### config.mk
export PLATFORM = sky130hd
export DESIGN_NAME = alu8_top
export DESIGN_NICKNAME = d
export VERILOG_FILES = /design/src/logic/alu_pkg.sv /design/src/logic/slice_result_if.sv /design/src/logic/alu8_top.sv /design/src/logic/alu_slice.sv /design/src/logic/bit_cell.sv /design/src/logic/carry_select_pair.sv /design/src/logic/result_merge.sv
export SDC_FILE = /design/constraint.sdc
export NUM_CORES = 1
export LEC_CHECK = 0
export BUFFER_PORTS_ARGS = -buffer_cell sky130_fd_sc_hd__buf_2
export CELL_PAD_IN_SITES_DETAIL_PLACEMENT = 1
export CELL_PAD_IN_SITES_GLOBAL_PLACEMENT = 1
export CORE_MARGIN = 2
export CORE_UTILIZATION = 50
export CTS_CLUSTER_DIAMETER = 40
export CTS_CLUSTER_SIZE = 30
export DETAILED_ROUTE_END_ITERATION = 8
export GPL_TIMING_DRIVEN = 0
export HOLD_SLACK_MARGIN = 0.06
export PLACE_DENSITY = 0.95
export SETUP_SLACK_MARGIN = 0.05
export SYNTH_ARGS = -nofsm -noshare
export SYNTH_HDL_FRONTEND = slang
export SYNTH_HIERARCHICAL = 1
export SYNTH_SLANG_ARGS = --single-unit
### constraint.sdc
create_clock -name clk -period 5.54 [get_ports clk]
set_clock_uncertainty 0.05 [all_clocks]
set_input_delay 1.662 -clock clk [delete_from_list [all_inputs] [get_ports clk]]
set_output_delay 1.662 -clock clk [all_outputs]
set_load 0.02 [all_outputs]
### src/logic/alu_pkg.sv
package alu_pkg;

    localparam int DATA_W      = 8;  // operand and result width
    localparam int SLICE_W_DEF = 4;  // width of one carry-lookahead slice

    // command codes, bit order matches alu_ctrl_t below
    // fields: carry_in, b_inv, carry_disable, mux_sel[1:0]
    typedef enum logic [4:0] {
        ADD   = 5'b00000,  // also a left shift when a equals b
        SUB   = 5'b11000,  // a + ~b + 1, carry out set when a >= b
        XOR   = 5'b00100,  // half-sum with the carry gated off
        XNOR  = 5'b01100,  // gives NOT b when a is 0
        COMP  = 5'b01000,  // a - b - 1, all ones when a == b
        AND   = 5'b00101,
        OR    = 5'b00110,
        RSHFT = 5'b00111   // operand b moves one bit right, a is ignored
    } alu_cmd_e;

    // per-bit control as seen by the bit cells
    typedef struct packed {
        logic       carry_in;       // carry into bit 0, also the shift fill
        logic       b_inv;          // use ~b instead of b
        logic       carry_disable;  // keeps the carry out of logic results
        logic [1:0] mux_sel;        // 0 half-sum, 1 and, 2 or, 3 shift input
    } alu_ctrl_t;

    // one control word, seen either as a command or as raw control bits
    typedef union packed {
        alu_cmd_e  cmd;
        alu_ctrl_t ctrl;
    } alu_ctrl_u;

endpackage

### src/logic/slice_result_if.sv
`timescale 1ns/1ps

interface slice_result_if #(
    parameter int SLICE_W = alu_pkg::SLICE_W_DEF
);

    logic [SLICE_W-1:0] res;        // slice result bits
    logic               carry_out;  // carry out of the top bit
    logic               zero;       // res is all zeros
    logic               all_ones;   // res is all ones

    modport producer (
        output res, carry_out, zero, all_ones
    );

    modport consumer (
        input res, carry_out, zero, all_ones
    );

endinterface

### src/logic/alu8_top.sv
`timescale 1ns/1ps

module alu8_top #(
    parameter int SLICE_W = alu_pkg::SLICE_W_DEF
) (
    input  logic                       clk,
    input  logic                       arst_n,
    input  logic                       in_valid,
    input  alu_pkg::alu_ctrl_u         op,
    input  logic                       carry_in,
    input  logic [alu_pkg::DATA_W-1:0] a,
    input  logic [alu_pkg::DATA_W-1:0] b,
    output logic                       out_valid,
    output logic [alu_pkg::DATA_W-1:0] result,
    output logic                       carry_out,
    output logic                       zero,
    output logic                       equal
);

    import alu_pkg::*;

    localparam int HI_W = DATA_W - SLICE_W;

    logic [DATA_W-1:0] a_q;
    logic [DATA_W-1:0] b_q;
    alu_ctrl_t         ctrl_d;
    alu_ctrl_t         ctrl_q;
    logic              valid_q;

    slice_result_if #(.SLICE_W(SLICE_W)) low_r ();
    slice_result_if #(.SLICE_W(HI_W))    hi0_r ();
    slice_result_if #(.SLICE_W(HI_W))    hi1_r ();

    always_comb begin
        ctrl_d          = op.ctrl;
        ctrl_d.carry_in = carry_in;  // the carry_in port wins over the command bit
    end

    always_ff @(posedge clk or negedge arst_n) begin
        if (!arst_n) begin
            a_q     <= '0;
            b_q     <= '0;
            ctrl_q  <= '0;
            valid_q <= 1'b0;
        end else begin
            valid_q <= in_valid;
            if (in_valid) begin
                a_q    <= a;
                b_q    <= b;
                ctrl_q <= ctrl_d;
            end
        end
    end

    alu_slice #(.SLICE_W(SLICE_W)) u_low (
        .a        (a_q[SLICE_W-1:0]),
        .b        (b_q[SLICE_W-1:0]),
        .ctrl     (ctrl_q),
        .carry_in (ctrl_q.carry_in),
        .shift_in (b_q[SLICE_W] ^ ctrl_q.b_inv),  // lowest effective bit of the high half
        .r        (low_r)
    );

    carry_select_pair #(.SLICE_W(HI_W)) u_high (
        .a        (a_q[DATA_W-1:SLICE_W]),
        .b        (b_q[DATA_W-1:SLICE_W]),
        .ctrl     (ctrl_q),
        .shift_in (ctrl_q.carry_in),  // fill for bit 7 on RSHFT
        .r0       (hi0_r),
        .r1       (hi1_r)
    );

    result_merge #(.SLICE_W(SLICE_W)) u_merge (
        .clk           (clk),
        .arst_n        (arst_n),
        .valid         (valid_q),
        .carry_disable (ctrl_q.carry_disable),
        .low           (low_r),
        .hi0           (hi0_r),
        .hi1           (hi1_r),
        .out_valid     (out_valid),
        .result        (result),
        .carry_out     (carry_out),
        .zero          (zero),
        .equal         (equal)
    );

endmodule

### src/logic/alu_slice.sv
`timescale 1ns/1ps

module alu_slice #(
    parameter int SLICE_W = alu_pkg::SLICE_W_DEF
) (
    input  logic [SLICE_W-1:0] a,
    input  logic [SLICE_W-1:0] b,
    input  alu_pkg::alu_ctrl_t ctrl,
    input  logic               carry_in,
    input  logic               shift_in,
    slice_result_if.producer   r
);

    logic [SLICE_W-1:0] gen;
    logic [SLICE_W-1:0] prop;
    logic [SLICE_W:0]   carry;
    logic [SLICE_W:0]   b_eff;  // top entry is the bit shifted in from above
    logic [SLICE_W-1:0] res;

    // carry into bit n, flattened into sum-of-products form
    // every generate term is ANDed with all the propagates above it
    function automatic logic lookahead(
        input logic [SLICE_W-1:0] g,
        input logic [SLICE_W-1:0] p,
        input logic               c0,
        input int                 n
    );
        logic any;
        logic term;

        any = 1'b0;
        for (int j = 0; j < n; j++) begin
            term = g[j];
            for (int k = j + 1; k < n; k++) begin
                term = term & p[k];
            end
            any = any | term;
        end
        term = c0;  // the slice carry in has to pass every propagate
        for (int k = 0; k < n; k++) begin
            term = term & p[k];
        end
        return any | term;
    endfunction

    assign carry[0]       = carry_in;
    assign b_eff[SLICE_W] = shift_in;

    for (genvar i = 0; i < SLICE_W; i++) begin : g_cell
        assign carry[i+1] = lookahead(gen, prop, carry_in, i + 1);

        bit_cell u_cell (
            .a_bit    (a[i]),
            .b_bit    (b[i]),
            .carry    (carry[i]),
            .shift_in (b_eff[i+1]),  // each cell takes its left neighbour for RSHFT
            .ctrl     (ctrl),
            .res      (res[i]),
            .gen      (gen[i]),
            .prop     (prop[i]),
            .b_eff    (b_eff[i])
        );
    end

    assign r.res       = res;
    assign r.carry_out = carry[SLICE_W];
    assign r.zero      = ~|res;
    assign r.all_ones  = &res;  // for COMP this means a equal to b within the slice

endmodule

### src/logic/bit_cell.sv
`timescale 1ns/1ps

module bit_cell (
    input  logic              a_bit,
    input  logic              b_bit,
    input  logic              carry,
    input  logic              shift_in,
    input  alu_pkg::alu_ctrl_t ctrl,
    output logic              res,
    output logic              gen,
    output logic              prop,
    output logic              b_eff
);

    logic mux_out;
    logic carry_gated;

    assign b_eff = b_bit ^ ctrl.b_inv;  // operand 2 as the adder sees it

    assign gen  = a_bit & b_eff;
    assign prop = a_bit | b_eff;  // or-type propagate, fine for lookahead since gen covers 1+1

    // the half-sum reuses gen and prop instead of a separate xor gate
    always_comb begin
        unique case (ctrl.mux_sel)
            2'b00:   mux_out = ~gen & prop;
            2'b01:   mux_out = gen;
            2'b10:   mux_out = prop;
            default: mux_out = shift_in;
        endcase
    end

    assign carry_gated = carry & ~ctrl.carry_disable;  // logic ops and shift ignore the carry

    assign res = mux_out ^ carry_gated;

endmodule

### src/logic/carry_select_pair.sv
`timescale 1ns/1ps

// the high half is built twice, so it never waits on the low carry
module carry_select_pair #(
    parameter int SLICE_W = alu_pkg::SLICE_W_DEF
) (
    input  logic [SLICE_W-1:0] a,
    input  logic [SLICE_W-1:0] b,
    input  alu_pkg::alu_ctrl_t ctrl,
    input  logic               shift_in,
    slice_result_if.producer   r0,
    slice_result_if.producer   r1
);

    // variant for a low carry of 0
    alu_slice #(
        .SLICE_W (SLICE_W)
    ) u_carry0 (
        .a        (a),
        .b        (b),
        .ctrl     (ctrl),
        .carry_in (1'b0),
        .shift_in (shift_in),
        .r        (r0)
    );

    // variant for a low carry of 1
    alu_slice #(
        .SLICE_W (SLICE_W)
    ) u_carry1 (
        .a        (a),
        .b        (b),
        .ctrl     (ctrl),
        .carry_in (1'b1),
        .shift_in (shift_in),  // same fill as u_carry0, so logic results agree
        .r        (r1)
    );

endmodule

### src/logic/result_merge.sv
`timescale 1ns/1ps

module result_merge #(
    parameter int SLICE_W = alu_pkg::SLICE_W_DEF
) (
    input  logic                       clk,
    input  logic                       arst_n,
    input  logic                       valid,
    input  logic                       carry_disable,
    slice_result_if.consumer           low,
    slice_result_if.consumer           hi0,
    slice_result_if.consumer           hi1,
    output logic                       out_valid,
    output logic [alu_pkg::DATA_W-1:0] result,
    output logic                       carry_out,
    output logic                       zero,
    output logic                       equal
);

    import alu_pkg::*;

    localparam int HI_W = DATA_W - SLICE_W;

    logic            sel_hi1;
    logic [HI_W-1:0] hi_res;
    logic            hi_carry;
    logic            hi_zero;
    logic            hi_all_ones;

    // the low carry picks the high half only for arithmetic
    assign sel_hi1 = ~carry_disable & low.carry_out;

    always_comb begin
        if (sel_hi1) begin
            hi_res      = hi1.res;
            hi_carry    = hi1.carry_out;
            hi_zero     = hi1.zero;
            hi_all_ones = hi1.all_ones;
        end else begin
            hi_res      = hi0.res;
            hi_carry    = hi0.carry_out;
            hi_zero     = hi0.zero;
            hi_all_ones = hi0.all_ones;
        end
    end

    always_ff @(posedge clk or negedge arst_n) begin
        if (!arst_n) begin
            out_valid <= 1'b0;
            result    <= '0;
            carry_out <= 1'b0;
            zero      <= 1'b0;
            equal     <= 1'b0;
        end else begin
            out_valid <= valid;
            if (valid) begin  // outputs hold between operations
                result    <= {hi_res, low.res};
                carry_out <= hi_carry & ~carry_disable;  // no carry reported for logic ops
                zero      <= low.zero & hi_zero;
                equal     <= low.all_ones & hi_all_ones;
            end
        end
    end

endmodule

==> results_dict.tcl, run 1 <==
set metrics [dict create \
    period_share 0.519 \
    drt-pass1-iter-count 4 \
    dieHeight_um 75.8 \
    rr_endpoint "u_merge/zero" \
    hp-start "valid_q" \
    wl_per_cell_um 17.6 \
    placed_cells 327 \
    r2r_setup_slack_ns 2.67 \
    cts.sinks 34 \
    grt_overflow 0 \
    hold_path.class "reg2reg" \
    num_rows 26 \
    critical_path_class "reg2reg" \
    synth_seq_area_share 0.330 \
    combPwrFrac 0.452 \
    final_cell_mix "inv_1, buf_2, dfrtp_1" \
    hold_violations 0 \
    p_int_w 0.000607 \
    dpl-instance-area_um2 2850 \
    critPathSlowestCell "dfrtp_1" \
    final.setup.tns_ns 0 \
    ant_nets 0 \
    ys_ff_latch 34 \
    yosysWarnings 6 \
    crit_path_max_fanout 14 \
    seqPwrFrac 0.349 \
    nets 313 \
    totalWireLength_um 5890 \
    period_minus_slack_ns 2.87 \
    layout_commonest_cell "inv_1" \
    power_w 0.000974 \
    holdBufCountCts 0 \
    p_leak_nw 1.50 \
    status "finished clean" \
    min_to "u_merge/out_valid" \
    cts_tree "done" \
    slew_viol_final 0 \
    core_um2 5040 \
    cts_setup_buffers 0 \
    synthCells 220 \
    vias_per_cell 5.24 \
    reg2reg_from "ctrl_q[3]" \
    arrival_ns 3.02 \
    portBuffers 35 \
    clk_pin_slew_ns 0.08 \
    synth_area_um2 2580 \
    rr_worst_depth 11 \
    min_path_cells 0 \
    root_buffer "clkbuf_8" \
    design_area_um2 2940 \
    dp_hpwl_um 4600 \
    boundaryPins 37 \
    switching_share 0.376 \
    antenna_found_initial 0 \
    utilization 0.583 \
    p_per_area_nw_per_um2 331 \
    die-width_um 75.8 \
    cp.required_ns 5.69 \
    antennaDiodeCount 0 \
    path_delay_family "flip-flops" \
    critPathLaunchType "flop" \
    critPathMaxStageDelay_ns 0.84 \
    grt_max_degree 35 \
    dieArea_um2 5740 \
    worst_pin_slew_ns 0.778 \
    cts_buffer_depth 2 \
    final_cells 335 \
    drc 0 \
    peakVddDrop_mv 0.157 \
    crit_chain "xnor2_1 -> inv_1 -> ha_1 -> a21o_1 -> a21o_1 -> a21o_1 -> nand2b_1 -> xnor2_1 -> nor4_1 -> mux2i_1 -> o22ai_1" \
    drive_gt1_frac 0.325 \
    grt_pass1_wl_um 9330 \
    drtIter0Drc 72 \
    clock_latency_ns 0.29 \
    crit_path_frequent_cell "a21o_1" \
    fmax_mhz 348 \
    area_growth_pct 14.2 \
    syn_area_per_cell_um2 11.7 \
    vias 1754 \
    critPathCaptureType "flop" \
    grtUsageTotal 0.221 \
    htreeDepth 2 \
    place_congestion 0.783 \
    p_clk_frac 0.199 \
    grt_pass1_vias 1957 \
    maxSlewHeadroom 0.481 \
    cts-resized-gates 0 \
    cts_buffers 5 \
    ys_types 22 \
    initial_core_util 0.511 \
    cap_violations 0 \
    crit_buf_inv 1 \
    p_sw_w 0.000366 \
    rsz0062_at_grt "no" \
    setup_viol 0 \
]
## layout make-up
type / instances / area, um^2
timing repair buffer: 35 / 175
tap: 70 / 87.6
buffer: 5 / 46.3
sequential: 34 / 851
inverter: 38 / 143
clock buffer: 6 / 82.6
fill: 550 / 2100
clock inverter: 2 / 12.5
multi-input combinational: 145 / 1540
## state kept, by name (all words and copies together), names as in the netlist
| signal | count |
|---|---|
| u_merge/carry_out | 1 |
| u_merge/result | 8 |
| a_q | 8 |
| ctrl_q | 5 |
| u_merge/zero | 1 |
| valid_q | 1 |
| u_merge/equal | 1 |
| b_q | 8 |
| u_merge/out_valid | 1 |
## synth_stat cells (all sizes together)
library cell  number  share of area
nand2              2         0.0029
mux4              12           0.10
inv               38          0.055
a21oi              4         0.0078
nand2b            13          0.032
a21o              12          0.035
xnor2             24          0.082
conb               2         0.0029
a31o               3          0.010
dfrtp             34           0.33
ha                24           0.12
nor2               5         0.0073
xor2               1         0.0034
o22ai              2         0.0049
and4               3          0.010
mux2i              7          0.027
mux2              26           0.14
buf                5          0.018
nor4               3         0.0073
## stage by stage
step	setup WS (ns)	hold slack, ns
final	2.67	0.350
after global placement	2.88	0.313
after global routing	2.45	0.352
after CTS	2.65	0.350
after detailed placement	2.74	0.335
after floorplan	3.18	0.305
## worst max-delay path by stage
| stage | from | to | cells after the start |
|---|---|---|---|
| 2_1_floorplan | ctrl_q[3] | u_merge/equal | 11 |
| 3_3_place_gp | ctrl_q[3] | u_merge/zero | 11 |
| 3_5_place_dp | ctrl_q[3] | u_merge/zero | 11 |
| 4_1_cts | ctrl_q[3] | u_merge/zero | 11 |
| 5_1_grt | ctrl_q[3] | u_merge/zero | 11 |
| 6_report | ctrl_q[3] | u_merge/zero | 11 |
## kinds of logic after synthesis
group	after synthesis	share of synthesized area
xor+xnor	25	0.0850
mux	45	0.275
compound gates	21	0.0578
other cells	2	0.00292
flops	34	0.330
buf+inv	43	0.0733
simple gates	26	0.0593
fa+ha+maj	24	0.117
## layer usage
metal / wire [um] / up-vias / global-route usage / share of wire
met1: 2410 / 884 / 0.255 / 0.41
met5: 0 / - / 0 / 0
met2: 3290 / 35 / 0.423 / 0.56
met4: 42 / 0 / 0.0585 / 0.0071
met3: 144 / 6 / 0.0291 / 0.024
li1: - / 829 / - / -
## power groups by stage
| stage | Clock, W | Sequential, W | Combinational [W] |
|---|---|---|---|
| finish | 0.000194 | 0.000340 | 0.000440 |
| CTS | 0.000200 | 0.000342 | 0.000442 |
| global route | 0.000209 | 0.000348 | 0.000478 |
| detailed placement | 0 | 0.000346 | 0.000434 |
| floorplan | 0 | 0.000371 | 0.000282 |
| global placement | 0 | 0.000341 | 0.000403 |
(Power assumes the default switching activity.)
==> inputs of run 2 (changes only) <==
ABC_AREA = 1   (was default)
CORE_UTILIZATION = 43   (was 50)
PLACE_DENSITY = 0.94   (was 0.95)
clock period = 3 ns   (was 5.54 ns; I/O delays follow)
==> run 2 against run 1 <==
- worst setup slack worse by 2.5 ns
- critical path type unchanged
- via count is 82% higher
- register-to-register slack worse by 2.5 ns
- routed wire length is 61% higher
- highest routed layer unchanged
- sequential cell count stayed put
- hold slack better by 0.074 ns
==> results_dict.tcl, run 2 <==
set metrics [dict create \
    syn_area_per_cell_um2 6.65 \
    post-synth-top-count-cell "nand2_1" \
    synth-edff-count 0 \
    synth_area_um2 3350 \
    cap_violations 0 \
    ant_nets 0 \
    drive_gt1_frac 0.209 \
    critPathMaxStageDelay_ns 0.61 \
    boundaryPins 37 \
    register_area_um2 856 \
    hp-start "u_merge/result[4]" \
    synthCells 504 \
    drc 0 \
    yosysWarnings 6 \
    antenna_found_initial 0 \
    area_growth_pct 16.2 \
    ys_types 19 \
    crit_buf_inv 5 \
    peakVddDrop_mv 0.288 \
    maxSlewHeadroom 0.183 \
    cts.sinks 34 \
    crit_path_max_fanout 13 \
    period_minus_slack_ns 2.83 \
    period_share 0.942 \
    antennaDiodeCount 0 \
    layout_commonest_cell "nand2_1" \
    crit_path_frequent_cell "nand2_1" \
    portBuffers 35 \
    gr-usage-met2 0.428 \
    synth_top_area_frac 0.254 \
    p_per_area_nw_per_um2 531 \
    path_delay_family "simple AND/OR/NAND/NOR gates" \
    ys_ff_latch 34 \
    place_congestion 0.830 \
    synth_ff_type "dfrtp_1" \
    arrival_ns 3.00 \
    r2r_setup_slack_ns 0.17 \
    ys_async_sr_fraction 1.00 \
    critPathLaunchType "flop" \
    utilization 0.509 \
    dpl-instance-area_um2 3680 \
    multi_input_area_um2 2030 \
    min_path_cells 2 \
    yosys.area.top_type "dfrtp_1" \
    dieArea_um2 8510 \
    die-width_um 92.3 \
    worst_pin_slew_ns 1.23 \
    vias_per_cell 4.86 \
    drt-pass1-iter-count 4 \
    core_um2 7650 \
    grt_pass1_vias 3344 \
    rr_worst_depth 18 \
    clk_pin_slew_ns 0.08 \
    critical_path_class "reg2reg" \
    p_leak_nw 2.39 \
    fmax_mhz 354 \
    clock_latency_ns 0.29 \
    final.setup.tns_ns 0 \
    vias 3190 \
    rsz0062_at_grt "no" \
    reg2reg_from "ctrl_q[3]" \
    yosys-top-cells-area "dfrtp_1, nand2_1, inv_1" \
    initial_core_util 0.438 \
    num_rows 32 \
    top_usage_layer "met2" \
    synth_seq_area_share 0.254 \
    hold_violations 0 \
    slew_viol_final 0 \
    met3_usage 0.0296 \
    cts_buffers 5 \
    htreeDepth 2 \
    nets 602 \
    synth_commonest_cells "nand2_1, inv_1, dfrtp_1, nand3_1, ha_1" \
    grt_overflow 0 \
    wl_per_cell_um 14.4 \
    final_cell_mix "nand2_1, inv_1, buf_2" \
    drtIter0Drc 88 \
    design_area_um2 3890 \
    grt_pass1_wl_um 15300 \
    critPathCaptureType "flop" \
    cts_tree "done" \
    hold_path.class "reg2reg" \
    met1_usage 0.261 \
    rr_endpoint "u_merge/zero" \
    cts_buffer_depth 2 \
    setup_viol 0 \
    dieHeight_um 92.3 \
    reg_top3 "a_q (8), b_q (8), u_merge/result (8)" \
    min_to "u_merge/result[4]" \
    crit_chain "xor2_1 -> inv_1 -> ha_1 -> inv_1 -> nand2_1 -> o21ai_2 -> nand2_1 -> nand2_1 -> inv_2 -> nor2_8 -> inv_1 -> nand3_1 -> nand2_1 -> nor4_1 -> inv_1 -> nand3_1 -> nand3_1 -> nand2_1" \
    totalWireLength_um 9480 \
    cp.required_ns 3.17 \
    critPathSlowestCell "dfrtp_4" \
    crit_path_start "ctrl_q[3]" \
    dp_hpwl_um 7280 \
    nFillCells 1029 \
    root_buffer "clkbuf_8" \
    grt_max_degree 38 \
    status "finished clean" \
    grtUsageTotal 0.225 \
]
-- run 2: logic make-up (layout without fill, tap and decap cells) --
kind of cell | count (synthesis) | count (layout) | share of synthesized area
compound gates | 7 | 7 | 0.0138
xor+xnor | 12 | 12 | 0.0314
fa+ha+maj | 24 | 24 | 0.0896
buf+inv | 126 | 174 | 0.155
flops | 34 | 34 | 0.254
other cells | 2 | 4 | 0.00224
simple gates | 299 | 299 | 0.454
-- run 2: stage by stage --
stage	hold slack, ns	setup slack [ns]	instances	power (W)
final	0.424	0.173	656	0.00207
after CTS	0.430	0.0714	652	0.00206
after global placement	0.401	0.103	643	0.00144
after global routing	0.461	0.0553	656	0.00222
after detailed placement	0.410	0.0289	644	0.00152
after floorplan	0.345	0.517	506	0.00127
-- run 2: layer usage --
layer,part of all wire,up-vias
li1,-,1572
met1,0.41,1537
met2,0.55,64
met3,0.021,17
met4,0.020,0
met5,0,-
-- run 2: cell type report --
cell class	instances	share of cell area
Clock buffer	5	0.0177
Clock inverter	3	0.0177
Sequential cell	34	0.220
Inverter	119	0.115
Tap cell	102	0.0328
Buffer	7	0.0183
Multi-Input combinational cell	346	0.521
Timing Repair Buffer	40	0.0578
-- run 2: worst max-delay path by stage --
stage	endpoint	slack, ns	cells after the start
floorplan	u_merge/zero	0.52	18
global placement	u_merge/zero	0.10	18
detailed placement	u_merge/zero	0.03	18
CTS	u_merge/zero	0.07	18
global route	u_merge/zero	0.06	18
finish	u_merge/zero	0.17	18
-- run 2: worst min-delay path: cells and delay by family (launching register included) --
family        cells  cell delay [ns]
flops             1             0.34
simple gates      2             0.10
-- run 2: repair_timing --
action | 4_1_cts | 5_1_grt
buffers inserted | 0 | 4
resized for setup | 2 | 5
gates cloned | 0 | 0
pin swaps | 0 | 0
endpoints found under the hold margin | 0 | 0
hold buffers | 0 | 0
setup endpoints to repair | 1 | 1
-- run 2: power by group --
group	leakage (nW)	total, W	internal (W)	switching, W
Clock	0.0683	0.000517	0.000333	0.000184
Sequential	0.415	0.000613	0.000521	0.0000924
Combinational	1.91	0.000937	0.000329	0.000607
Total	2.39	0.00207	0.00118	0.000883
